`src/hdl/uart_cfg.svh`:
```
`ifndef UART_CFG_SVH
`define UART_CFG_SVH

// clock cycles per bit time, mid-bit sample at half of this
`define UART_BAUD_DIV 434

// idle bit times between the two frames of a write
`define UART_GAP_BITS 2

// bit times the remote gets to start its reply
`define UART_RSP_TIMEOUT_BITS 64

`endif

```
`src/hdl/uart_pkg.sv`:
```
package uart_pkg;

  typedef logic [7:0] uart_byte_t;

  // precedence in the receiver is framing, then parity
  typedef enum logic [1:0] {
    RSP_OK      = 2'd0,
    RSP_PARITY  = 2'd1,
    RSP_FRAMING = 2'd2,
    RSP_TIMEOUT = 2'd3
  } rsp_status_t;

  typedef enum logic [2:0] {
    SEQ_IDLE     = 3'd0,
    SEQ_ADDR     = 3'd1,
    SEQ_GAP      = 3'd2,
    SEQ_DATA     = 3'd3,
    SEQ_WAIT_RSP = 3'd4,
    SEQ_DONE     = 3'd5
  } seq_state_t;

endpackage

```
`src/hdl/uart_cmd_bridge.sv`:
```
`timescale 1ns/10ps

module uart_cmd_bridge
  import uart_pkg::*;
(
  input  logic        clk,
  input  logic        rst_n,
  input  logic [15:0] cmd_in,
  input  logic        cmd_vld,
  output logic        cmd_rdy,
  input  logic        rx,
  output logic        tx,
  output logic        read_rdy,
  output uart_byte_t  read_data,
  output rsp_status_t read_status
);

  logic        tx_start;
  uart_byte_t  tx_byte;
  logic        tx_done;
  logic        rx_start;
  logic        rx_valid;
  uart_byte_t  rx_byte;
  rsp_status_t rx_status;

  uart_cmd_seq uart_cmd_seq_i (
    .clk         (clk),
    .rst_n       (rst_n),
    .cmd_in      (cmd_in),
    .cmd_vld     (cmd_vld),
    .cmd_rdy     (cmd_rdy),
    .tx_start    (tx_start),
    .tx_byte     (tx_byte),
    .tx_done     (tx_done),
    .rx_start    (rx_start),
    .rx_valid    (rx_valid),
    .rx_byte     (rx_byte),
    .rx_status   (rx_status),
    .read_rdy    (read_rdy),
    .read_data   (read_data),
    .read_status (read_status)
  );

  uart_tx_frame uart_tx_frame_i (
    .clk      (clk),
    .rst_n    (rst_n),
    .tx_start (tx_start),
    .tx_byte  (tx_byte),
    .tx_done  (tx_done),
    .tx       (tx)
  );

  // free running, the sequencer decides when its output matters
  uart_rx_frame uart_rx_frame_i (
    .clk       (clk),
    .rst_n     (rst_n),
    .rx        (rx),
    .rx_start  (rx_start),
    .rx_valid  (rx_valid),
    .rx_byte   (rx_byte),
    .rx_status (rx_status)
  );

endmodule

```
`src/hdl/uart_cmd_seq.sv`:
```
`timescale 1ns/10ps
`include "uart_cfg.svh"

module uart_cmd_seq
  import uart_pkg::*;
(
  input  logic        clk,
  input  logic        rst_n,
  input  logic [15:0] cmd_in,
  input  logic        cmd_vld,
  output logic        cmd_rdy,
  output logic        tx_start,
  output uart_byte_t  tx_byte,
  input  logic        tx_done,
  input  logic        rx_start,
  input  logic        rx_valid,
  input  uart_byte_t  rx_byte,
  input  rsp_status_t rx_status,
  output logic        read_rdy,
  output uart_byte_t  read_data,
  output rsp_status_t read_status
);

  localparam int GAP_CYC  = `UART_GAP_BITS * `UART_BAUD_DIV;
  localparam int TMO_CYC  = `UART_RSP_TIMEOUT_BITS * `UART_BAUD_DIV;
  localparam int WAIT_MAX = (TMO_CYC > GAP_CYC) ? TMO_CYC : GAP_CYC;
  localparam int WAIT_W   = $clog2(WAIT_MAX);
  // two cycles of the gap go to the tx_start register and the tx flop
  localparam logic [WAIT_W-1:0] GAP_LAST = WAIT_W'(GAP_CYC - 2);
  localparam logic [WAIT_W-1:0] TMO_LAST = WAIT_W'(TMO_CYC - 1);

  seq_state_t        state;
  logic              cmd_write;
  uart_byte_t        cmd_data;
  logic [WAIT_W-1:0] wait_cnt;
  logic              got_start;
  logic              accept;
  logic              gap_end;
  logic              rsp_take;
  logic              rsp_timeout;

  assign cmd_rdy     = (state == SEQ_IDLE);
  assign accept      = cmd_vld && cmd_rdy;
  assign gap_end     = (state == SEQ_GAP) && (wait_cnt == GAP_LAST);
  assign rsp_take    = (state == SEQ_WAIT_RSP) && got_start && rx_valid;
  // a start bit in the last cycle still counts as in time
  assign rsp_timeout = (state == SEQ_WAIT_RSP) && !got_start && !rx_start &&
                       (wait_cnt == TMO_LAST);

  always_ff @(posedge clk or negedge rst_n)
  begin
    if (!rst_n)
    begin
      state     <= SEQ_IDLE;
      cmd_write <= 1'b0;
      wait_cnt  <= '0;
      got_start <= 1'b0;
      tx_start  <= 1'b0;
      read_rdy  <= 1'b0;
    end
    else
    begin
      tx_start <= 1'b0;
      read_rdy <= 1'b0;
      case (state)
        SEQ_IDLE:
        begin
          if (accept)
          begin
            state     <= SEQ_ADDR;
            cmd_write <= cmd_in[15];
            tx_start  <= 1'b1;
          end
        end
        SEQ_ADDR:
        begin
          if (tx_done)
          begin
            wait_cnt  <= '0;
            got_start <= 1'b0;
            state     <= cmd_write ? SEQ_GAP : SEQ_WAIT_RSP;
          end
        end
        SEQ_GAP:
        begin
          if (gap_end)
          begin
            state    <= SEQ_DATA;
            tx_start <= 1'b1;
          end
          else
          begin
            wait_cnt <= wait_cnt + 1'b1;
          end
        end
        SEQ_DATA:
        begin
          if (tx_done)
            state <= SEQ_IDLE;
        end
        SEQ_WAIT_RSP:
        begin
          if (rsp_take || rsp_timeout)
          begin
            state    <= SEQ_DONE;
            read_rdy <= 1'b1;
          end
          else if (!got_start)
          begin
            got_start <= rx_start;
            wait_cnt  <= wait_cnt + 1'b1;
          end
        end
        SEQ_DONE:
        begin
          state <= SEQ_IDLE;
        end
        default:
        begin
          state <= SEQ_IDLE;
        end
      endcase
    end
  end

  always_ff @(posedge clk)
  begin
    if (accept)
    begin
      tx_byte  <= cmd_in[15:8];
      cmd_data <= cmd_in[7:0];
    end
    else if (gap_end)
    begin
      tx_byte <= cmd_data;
    end

    if (rsp_take)
    begin
      read_data   <= rx_byte;
      read_status <= rx_status;
    end
    else if (rsp_timeout)
    begin
      read_data   <= '0;
      read_status <= RSP_TIMEOUT;
    end
  end

  a_tx_start_state: assert property (@(posedge clk) disable iff (!rst_n)
    tx_start |-> (state == SEQ_ADDR || state == SEQ_DATA))
    else $error("tx_start outside an address or data phase");

  a_read_busy: assert property (@(posedge clk) disable iff (!rst_n)
    read_rdy |-> !cmd_rdy)
    else $error("read result while a new command could be taken");

endmodule

```
`src/hdl/uart_rx_frame.sv`:
```
`timescale 1ns/10ps
`include "uart_cfg.svh"

module uart_rx_frame
  import uart_pkg::*;
(
  input  logic        clk,
  input  logic        rst_n,
  input  logic        rx,
  output logic        rx_start,
  output logic        rx_valid,
  output uart_byte_t  rx_byte,
  output rsp_status_t rx_status
);

  localparam int DIV   = `UART_BAUD_DIV;
  localparam int CNT_W = $clog2(DIV);
  localparam logic [CNT_W-1:0] DIV_LAST = CNT_W'(DIV - 1);
  localparam logic [CNT_W-1:0] DIV_HALF = CNT_W'(DIV / 2);

  logic             rx_meta;
  logic             rx_sync;
  logic             rx_prev;
  logic             fall;
  logic             active;
  logic [CNT_W-1:0] div_cnt;
  logic [3:0]       bit_idx;
  logic             sample;
  uart_byte_t       shift_reg;
  logic             par_bit;

  // line idles high, so the flops come out of reset high
  always_ff @(posedge clk or negedge rst_n)
  begin
    if (!rst_n)
    begin
      rx_meta <= 1'b1;
      rx_sync <= 1'b1;
      rx_prev <= 1'b1;
    end
    else
    begin
      rx_meta <= rx;
      rx_sync <= rx_meta;
      rx_prev <= rx_sync;
    end
  end

  assign fall = rx_prev && !rx_sync;

  // start bit checked at half a bit, later bits a full bit apart
  assign sample = active && (div_cnt == ((bit_idx == 4'd0) ? DIV_HALF : DIV_LAST));

  always_ff @(posedge clk or negedge rst_n)
  begin
    if (!rst_n)
    begin
      active   <= 1'b0;
      div_cnt  <= '0;
      bit_idx  <= '0;
      rx_start <= 1'b0;
      rx_valid <= 1'b0;
    end
    else
    begin
      rx_start <= 1'b0;
      rx_valid <= 1'b0;
      if (!active)
      begin
        if (fall)
        begin
          active  <= 1'b1;
          div_cnt <= '0;
          bit_idx <= '0;
        end
      end
      else if (sample)
      begin
        div_cnt <= '0;
        if (bit_idx == 4'd0)
        begin
          // glitch, back to idle without a report
          if (rx_sync)
          begin
            active <= 1'b0;
          end
          else
          begin
            rx_start <= 1'b1;
            bit_idx  <= 4'd1;
          end
        end
        else if (bit_idx == 4'd10)
        begin
          active   <= 1'b0;
          rx_valid <= 1'b1;
        end
        else
        begin
          bit_idx <= bit_idx + 4'd1;
        end
      end
      else
      begin
        div_cnt <= div_cnt + 1'b1;
      end
    end
  end

  always_ff @(posedge clk)
  begin
    if (sample)
    begin
      if (bit_idx >= 4'd1 && bit_idx <= 4'd8)
        shift_reg <= {rx_sync, shift_reg[7:1]};
      if (bit_idx == 4'd9)
        par_bit <= rx_sync;
      if (bit_idx == 4'd10)
      begin
        rx_byte <= shift_reg;
        if (!rx_sync)
          rx_status <= RSP_FRAMING;
        else if (!(^{shift_reg, par_bit}))
          rx_status <= RSP_PARITY;
        else
          rx_status <= RSP_OK;
      end
    end
  end

  a_valid_pulse: assert property (@(posedge clk) disable iff (!rst_n)
    rx_valid |=> !rx_valid)
    else $error("rx_valid held for more than one cycle");

endmodule

```
`src/hdl/uart_tx_frame.sv`:
```
`timescale 1ns/10ps
`include "uart_cfg.svh"

module uart_tx_frame
  import uart_pkg::*;
(
  input  logic       clk,
  input  logic       rst_n,
  input  logic       tx_start,
  input  uart_byte_t tx_byte,
  output logic       tx_done,
  output logic       tx
);

  localparam int DIV   = `UART_BAUD_DIV;
  localparam int CNT_W = $clog2(DIV);
  localparam logic [CNT_W-1:0] DIV_LAST = CNT_W'(DIV - 1);

  logic             busy;
  logic [CNT_W-1:0] div_cnt;
  // 0 is the start bit, 10 the stop bit
  logic [3:0]       bit_idx;
  // data lsb first, then parity and stop
  logic [9:0]       shift_reg;
  logic             bit_end;

  assign bit_end = busy && (div_cnt == DIV_LAST);

  always_ff @(posedge clk or negedge rst_n)
  begin
    if (!rst_n)
    begin
      busy    <= 1'b0;
      div_cnt <= '0;
      bit_idx <= '0;
      tx      <= 1'b1;
    end
    else if (tx_start)
    begin
      busy    <= 1'b1;
      div_cnt <= '0;
      bit_idx <= '0;
      tx      <= 1'b0;
    end
    else if (busy)
    begin
      if (bit_end)
      begin
        div_cnt <= '0;
        if (bit_idx == 4'd10)
        begin
          busy <= 1'b0;
        end
        else
        begin
          bit_idx <= bit_idx + 4'd1;
          tx      <= shift_reg[0];
        end
      end
      else
      begin
        div_cnt <= div_cnt + 1'b1;
      end
    end
  end

  // odd parity over the data byte
  always_ff @(posedge clk)
  begin
    if (tx_start)
      shift_reg <= {1'b1, ~^tx_byte, tx_byte};
    else if (bit_end)
      shift_reg <= {1'b1, shift_reg[9:1]};
  end

  // last cycle of the stop bit
  assign tx_done = bit_end && (bit_idx == 4'd10);

  a_idle_high: assert property (@(posedge clk) disable iff (!rst_n)
    !busy |-> tx)
    else $error("tx line low while no frame is active");

  a_no_restart: assert property (@(posedge clk) disable iff (!rst_n)
    tx_start |-> !busy)
    else $error("tx_start arrived in the middle of a frame");

endmodule

```
`config.mk`:
```
export PLATFORM = sky130hd
export DESIGN_NAME = uart_cmd_bridge
export DESIGN_NICKNAME = d
export VERILOG_FILES = /design/src/hdl/uart_pkg.sv /design/src/hdl/uart_cmd_bridge.sv /design/src/hdl/uart_cmd_seq.sv /design/src/hdl/uart_rx_frame.sv /design/src/hdl/uart_tx_frame.sv
export VERILOG_INCLUDE_DIRS = /design/src /design/src/hdl
export SDC_FILE = /design/constraint.sdc
export NUM_CORES = 1
export LEC_CHECK = 0
export BUFFER_PORTS_ARGS = -buffer_cell sky130_fd_sc_hd__buf_4
export CORE_MARGIN = 2
export CORE_UTILIZATION = 60
export DETAILED_ROUTE_END_ITERATION = 7
export GPL_TIMING_DRIVEN = 0
export MAX_ROUTING_LAYER = met4
export PLACE_DENSITY = 0.87
export SKIP_LAST_GASP = 1
export SLEW_MARGIN = 20
export SYNTH_ARGS = -nofsm -noshare
export SYNTH_HDL_FRONTEND = slang
export SYNTH_SLANG_ARGS = --single-unit
```
`constraint.sdc`:
```
create_clock -name clk -period 3.25 [get_ports clk]
set_input_delay 0.1625 -clock clk [delete_from_list [all_inputs] [get_ports clk]]
set_output_delay 0.1625 -clock clk [all_outputs]
set_load 0.005 [all_outputs]
```
# --- Yosys cells after proc, flatten, opt, wreduce, memory -nomap -nowiden ---
# Cells that the tools add are included.
word_totals:
  ff_bits: 110
  elab_cells: 161
  in_bits: 20
classes:
  reduce_logical: 36
  order_cmp: 2
  n_mux: 68
  addsub: 5
  n_eq_ne: 23
ops:
  columns: ["operator", "n"]
  rows:
  - ["2-to-1 mux 9 bit", 9]
  - ["2-to-1 mux 15 bit", 4]
  - ["case mux 15 bit (3 select lines)", 1]
  - ["2-to-1 mux 4 bit", 10]
  - ["2-to-1 mux 8 bit", 4]
  - ["2-to-1 mux 1 bit", 29]
  - ["adder 9 x 1 -> 9 bit (second input constant)", 2]
  - ["2-to-1 mux 3 bit", 6]
  - ["inequality test 2 bit (second input constant)", 9]
  - ["adder 15 x 1 -> 15 bit (second input constant)", 1]
  - ["equality test 15 x 10 -> 1 bit (second input constant)", 1]
  - ["equality test 15 bit (second input constant)", 1]
  - ["case mux 3 bit (5 select lines)", 1]
  - ["equality test 4 bit (second input constant)", 3]
  - ["logical AND 1 bit", 12]
  - ["nonzero test 2 bit", 6]
  - ["AND reduction 5 bit", 2]
  - ["equality test 9 bit", 1]
  - ["equality test 9 bit (second input constant)", 1]
  - ["parity 9 bit", 1]
  - ["adder 4 x 1 -> 4 bit (second input constant)", 2]
  - ["AND reduction 2 bit", 4]
  - ["XNOR reduction 8 bit", 1]
  - ["equality test 3 x 2 -> 1 bit (second input constant)", 2]
  - ["other kinds (15)", 21]

# --- Longest topological paths before layout ---
# Gate-level depths: netlist (run 1).
depth:
  ltp_word: 7
  ltp_mapped: 8
  mapped_depth_nobuf: 7

# --- Modules after synthesis ---
# From an unflattened synthesis (run 1), not the netlist that was laid out.
hier_totals:
  cells_unflattened: 459
  area_unflattened_um2: 5322.6
modules_own_cells:
  columns: ["mod", "seq_area_each_um2", "n_inst", "area_each_um2", "cells_each"]
  rows:
  - ["uart_cmd_seq", 1331.3, 1, 2311.0, 214]
  - ["uart_rx_frame", 1049.8, 1, 1737.9, 137]
  - ["uart_tx_frame", 646.9, 1, 1273.7, 108]

# --- Worst setup path before layout (run 1) ---
# Ideal clock, no wire load.
synth_timing:
  path_kind: "reg2reg"
  start: "register uart_rx_frame_i.bit_idx[0]"
  end: "register uart_rx_frame_i.shift_reg[0], enable pin"
  stages_incl_launch_ff: 9
  arrival_time_ns: 2.146
  setup_slack_ns: 0.734
  synth_period_minus_slack_ns: 2.516
  setup_ns: 0.370
  cell_sequence: "dfrtp_1 -> inv_1 -> ha_1 -> or3b_1 -> mux2_2 -> and2_0 -> clkbuf_1 -> nand2_1 -> nor2_1"
synth_via:
  elab_chain_len: 5
  word_cells_on_any_way: 8
synth_rtl:
  columns: ["item", "line", "text"]
  rows:
  - ["from (decl)", "uart_rx_frame.sv:27", "logic [3:0] bit_idx;"]
  - ["from (signal assigned)", "uart_rx_frame.sv:100", "bit_idx <= bit_idx + 4'd1;"]
  - ["zero test 4 bit", "uart_rx_frame.sv:52", "assign sample = active && (div_cnt == ((bit_idx == 4'd0) ? DIV_HALF : DIV_LAST));"]
  - ["2-to-1 mux 9 bit", "uart_rx_frame.sv:52", null]
  - ["equality test 9 bit", "uart_rx_frame.sv:52", null]
  - ["logical AND 1 bit", "uart_rx_frame.sv:52", null]
  - ["AND reduction 2 bit (no line) (*)", null, null]
  - ["to (signal assigned)", "uart_rx_frame.sv:115", "shift_reg <= {rx_sync, shift_reg[7:1]};"]
  - ["to (decl)", "uart_rx_frame.sv:29", "uart_byte_t shift_reg;"]
# Every way passes the cells marked *; elsewhere a longest branch is shown, timed or not.
# A chain may end at the register's enable or synchronous reset.

# --- Final worst setup path (run 1) ---
layout_timing:
  start: "register uart_rx_frame_i.bit_idx[0]"
  end: "register uart_rx_frame_i.shift_reg[1], enable pin"
# The elaborated chain is that of the path after synthesis.

==> results of run 1 <==
[per-layer routing]
metal	vias to the layer above	GRT usage (%)	share of wire [%]
met5	-	-	0
met4	0	8.87	2.0
met3	21	5.32	4.0
met2	90	36.1	52
met1	1800	29.1	42
li1	1741	-	-
[cell usage after synthesis, types with 12 or more instances]
| master | number | area [um2] |
|---|---|---|
| xor2_1 | 12 | 105 |
| a21oi_1 | 22 | 110 |
| and3_1 | 13 | 81.3 |
| xnor2_1 | 16 | 140 |
| edfxtp_1 | 54 | 1620 |
| inv_1 | 15 | 56.3 |
| mux2_2 | 16 | 180 |
| ha_1 | 13 | 163 |
| o21ai_0 | 23 | 115 |
| nand2_1 | 27 | 101 |
| dfrtp_1 | 52 | 1300 |
| nor2_1 | 26 | 97.6 |
[logic make-up (layout without fill, tap and decap cells)]
group,Yosys count,after routing,share of synthesized area [%]
AO/OA/AOI/OAI,93,93,11.5
XOR/XNOR,28,28,4.68
adder cells (fa/ha/maj),13,13,3.11
buffers and inverters,28,86,2.08
flip-flops,110,110,57.8
multiplexers,19,19,4.11
AND/OR/NAND/NOR,151,151,16.7
[worst paths after layout]
path | slack [ps] | depth (start not counted) | to | startpoint
worst min register to register | 360 | 0 | uart_rx_frame_i.rx_sync | uart_rx_frame_i.rx_meta
worst max-delay path | 350 | 8 | uart_rx_frame_i.shift_reg[1] | uart_rx_frame_i.bit_idx[0]
min in group asynchronous | 370 | 2 | uart_cmd_seq_i.wait_cnt[3] | rst_n
worst min-delay path | 60 | 3 | uart_cmd_seq_i.cmd_write | cmd_in[15]
max in group asynchronous | 2410 | 2 | uart_rx_frame_i.div_cnt[6] | rst_n
worst max register to register | 350 | 8 | uart_rx_frame_i.shift_reg[1] | uart_rx_frame_i.bit_idx[0]
[worst max-delay path, stage by stage (launching register included)]
cell      delay [ps]
dfrtp_1          470
inv_1            150
ha_1             220
or3b_1           400
mux2_2           320
and2_0           140
clkbuf_1         230
nand2_1          110
nor2_1           510
[through the flow]
stage | setup slack [ps] | total power, uW | hold WS [ps] | util [%] | cell area, um2
finish | 350 | 2730 | 62.4 | 68.9 | 5920
floorplan | 734 | 1810 | -133 | - | 5240
detailed placement | 395 | 1900 | 261 | 65.3 | 5610
global placement | 452 | 1880 | 261 | 65.3 | 5610
global route | 173 | 2860 | 66.1 | 68.9 | 5920
CTS | 368 | 2760 | 48.4 | 68.9 | 5920
[power groups by stage]
stage                     Clock [uW]  Combinational, uW  Sequential (uW)
final                            843                244             1650
after global routing             909                285             1660
after CTS                        866                247             1640
after detailed placement           0                231             1670
after global placement             0                218             1670
after floorplan                    0                165             1640
[what timing repair did]
item,CTS,global route
buffers inserted,0,0
endpoints found under the hold margin,61,0
setup endpoints to repair,0,0
hold buffers,10,0
[layout make-up]
type,count,area [um2]
flip-flops and latches,110,3030
fillers,599,2670
multi-input cells,304,2100
repair buffers,42,340
well taps,108,135
clock buffers,9,124
clock inverters,7,88.8
inverters,15,56.3
plain buffers,13,52.6
==> results.yml, run 1 <==
yosys:
  synth.avg_cell_area_um2: 11.8
  yosysWarnings: 0
  netlist_instances: 442
  async_flop_share_pct: 50.9
  ys.flop_type: "edfxtp_1"
  synth_edf_count: 54
  synth_cell_types: 63
  synth_seq_cells: 110
  synth_nets: 475
  ys_seq_area_share_pct: 57.8
  netlist_area_um2: 5240
sta:
  tns_ps: 0
  grt_setup_unrepaired: "no"
  slew_headroom_pct: 32.1
  max_freq_mhz: 345
  post-route-period-util_pct: 89.2
  worst_pin_slew_ps: 1010
  finalCriticalPeriod_ps: 2900
  slew_viol_final: 0
  finalHoldViolCount: 0
  fin_skew_ps: 14.1
  finalSetupViolCount: 0
place:
  dp_cells: 582
  post-dp-hpwl_um: 6770
  place.gp.congestion: 0.875
  port-buffer-count: 32
flow_run:
  max-cap-violations: 0
cts:
  cts_buffers: 9
  post_cts_resized: 0
  h-tree-depth: 3
  cts_tree: "yes"
  cts-root-buf: "clkbuf_8"
  cts_sinks: 110
  cts.path.max_buffers: 2
  clk_latency_ps: 380
  clk_pin_slew_worst_paths_ps: 120
cells_and_area:
  final_cells: 608
  fin_nets: 528
  layout_commonest_cell: "edfxtp_1"
  drive_above_1_share_pct: 17.4
  syn_to_final_growth_pct: 13.1
  antenna_cells: 0
  largest_reg_flops: 15
  final_cell_mix: "edfxtp_1 (54), dfrtp_1 (52), buf_4 (32)"
  regMostFlops: "uart_cmd_seq_i.wait_cnt"
detailed_routing:
  via_count: 3652
  wl_per_cell_um: 16.6
  drt_pass1_iterations: 5
  wirelength_um: 10100
  dr.first_iter.drc_count: 264
  drc_errors: 0
  ant_nets: 0
  viasPerCell: 6.01
floorplanning:
  initial_utilization_pct: 60.9
  fp.dieArea_um2: 9490
  die_h_um: 97.4
  core_area_um2: 8590
  ios: 33
  die_w_um: 97.4
  rows: 34
power_and_ir_drop:
  p_int_uw: 1980
  p_leak_uw: 0.00239
  power_density_nw_per_um2: 461
  pwr-share-clk_pct: 30.8
  ir_drop_uv: 315
  p_switching_uw: 758
  swShare_pct: 27.7
  comb_power_share_pct: 8.9
  seqPwrFrac_pct: 60.2
worst_setup_path:
  start_kind: "register"
  crit_path_end_kind: "register"
  critPathMaxFanout: 8
  path_class: "reg -> reg"
  cp.required_ps: 3280
  cp.arrival_ps: 2930
hold_path:
  hold_path.class: "in -> reg"
global_routing:
  grt_pass1_vias: 3563
  grt_overflow_total: 0
  grt_pass1_wl_um: 17000
  grtUsageTotal_pct: 22.9
  grt_antenna_before_repair: 0
  grt_start_max_net_pins: 57
status:
  outcome: "finished clean"
Note: power is estimated with default switching activity, not from simulation.
==> inputs of run 2 (changes only) <==
HOLD_SLACK_MARGIN = 0.12   (was default)
==> results.yml, run 2 (synthesis results as in run 1) <==
cts:
  cts_buffers: 9
  cts_sinks: 110
  clk_latency_ps: 390
  clk_pin_slew_worst_paths_ps: 120
  cts_setup_buffers: 0
  post_cts_resized: 0
  cts-root-buf: "clkbuf_8"
  cts_hold_buf: 18
  cts.path.max_buffers: 2
  cts_tree: "yes"
  h-tree-depth: 3
global_routing:
  grt_start_max_net_pins: 57
  grt_pass1_wl_um: 17400
  grt_antenna_before_repair: 0
  grtUsageTotal_pct: 23.6
  grt_pass1_vias: 3614
  grt_overflow_total: 0
detailed_routing:
  drt_pass1_iterations: 5
  wirelength_um: 10400
  dr.first_iter.drc_count: 240
  via_count: 3670
  ant_nets: 0
  wl_per_cell_um: 16.9
  viasPerCell: 5.96
  drc_errors: 0
place:
  dp_cells: 582
  place.gp.congestion: 0.875
  port-buffer-count: 32
  post-dp-hpwl_um: 6770
cells_and_area:
  drive_above_1_share_pct: 17.1
  fin_nets: 536
  multi_input_area_um2: 2100
  regMostFlops: "uart_cmd_seq_i.wait_cnt"
  largest_reg_flops: 15
  n_fill_cell: 575
  final_cells: 616
  regArea_um2: 3030
  final_cell_mix: "edfxtp_1 (54), dfrtp_1 (52), buf_4 (32)"
  antenna_cells: 0
  syn_to_final_growth_pct: 14.7
  layout_commonest_cell: "edfxtp_1"
worst_setup_path:
  crit_path_end_kind: "register"
  start_kind: "register"
  critPathMaxFanout: 8
  r2r_start: "uart_rx_frame_i.bit_idx[0]"
  cp-startpoint: "uart_rx_frame_i.bit_idx[0]"
  cp.arrival_ps: 2930
  path_class: "reg -> reg"
  cp.required_ps: 3280
floorplanning:
  die_h_um: 97.4
  rows: 34
  ios: 33
  fp.dieArea_um2: 9490
  core_area_um2: 8590
  die_w_um: 97.4
  initial_utilization_pct: 60.9
sta:
  slew_viol_final: 0
  worst_pin_slew_ps: 1000
  finalHoldViolCount: 0
  grt_setup_unrepaired: "no"
  finalCriticalPeriod_ps: 2900
  post-route-period-util_pct: 89.2
  fin_skew_ps: 19.4
  slew_headroom_pct: 32.3
  finalSetupViolCount: 0
  tns_ps: 0
  max_freq_mhz: 345
power_and_ir_drop:
  power_uw: 2750
  p_leak_uw: 0.00242
  ir_drop_uv: 317
  power_density_nw_per_um2: 457
hold_path:
  min-delay-start: "cmd_vld"
  hold_path.class: "in -> reg"
flow_run:
  max-cap-violations: 0
status:
  outcome: "finished clean"
## run 2: cell count changes in the layout (fill, tap and decap cells not counted)
cell           change
dlygate4sd3_1      +8
## run 2: metal layers
metal  global-route usage, %  share of wire (%)  vias to the layer above
met5                       -                  0                        -
met4                    8.44                1.9                        0
met3                    5.32                4.9                       22
met2                    38.0                 52                      112
met1                    29.9                 42                     1785
li1                        -                  -                     1751
## run 2: final timing paths
path	slack, ps	end	depth (start not counted)
setup / recovery	350	uart_rx_frame_i.shift_reg[1]	8
hold / removal	210	uart_cmd_seq_i.state[0]	5
setup reg to reg	350	uart_rx_frame_i.shift_reg[1]	8
hold reg to reg	360	uart_rx_frame_i.rx_sync	0
max in group asynchronous	2420	uart_rx_frame_i.div_cnt[6]	2
min in group asynchronous	360	uart_cmd_seq_i.wait_cnt[3]	2
## run 2: cell type report
type                            count  share of cell area (%)
Sequential cell                   110                    50.4
Multi-Input combinational cell    304                    35.0
Timing Repair Buffer               50                    7.00
Tap cell                          108                    2.25
Clock buffer                        9                    2.06
Clock inverter                      7                    1.48
Inverter                           15                   0.938
Buffer                             13                   0.875
## run 2: where the power goes
| group | switching [uW] | internal (uW) |
|---|---|---|
| combinational | 126 | 127 |
| sequential | 108 | 1540 |
| clock | 529 | 317 |
| total | 763 | 1980 |
## run 2: per-stage QoR
step	utilization (%)	instance area, um2	hold slack [ps]	setup WS [ps]
4_1_cts	69.9	6000	189	368
6_report	69.9	6000	209	349
5_1_grt	69.9	6000	219	173
2_1_floorplan	-	5240	-133	734
3_3_place_gp	65.3	5610	261	452
3_5_place_dp	65.3	5610	261	395
## run 2: critical path, cell delays in order, from the launching register on
cell      delay [ps]
dfrtp_1          470
inv_1            140
ha_1             220
or3b_1           400
mux2_2           320
and2_0           140
clkbuf_1         230
nand2_1          110
nor2_1           510
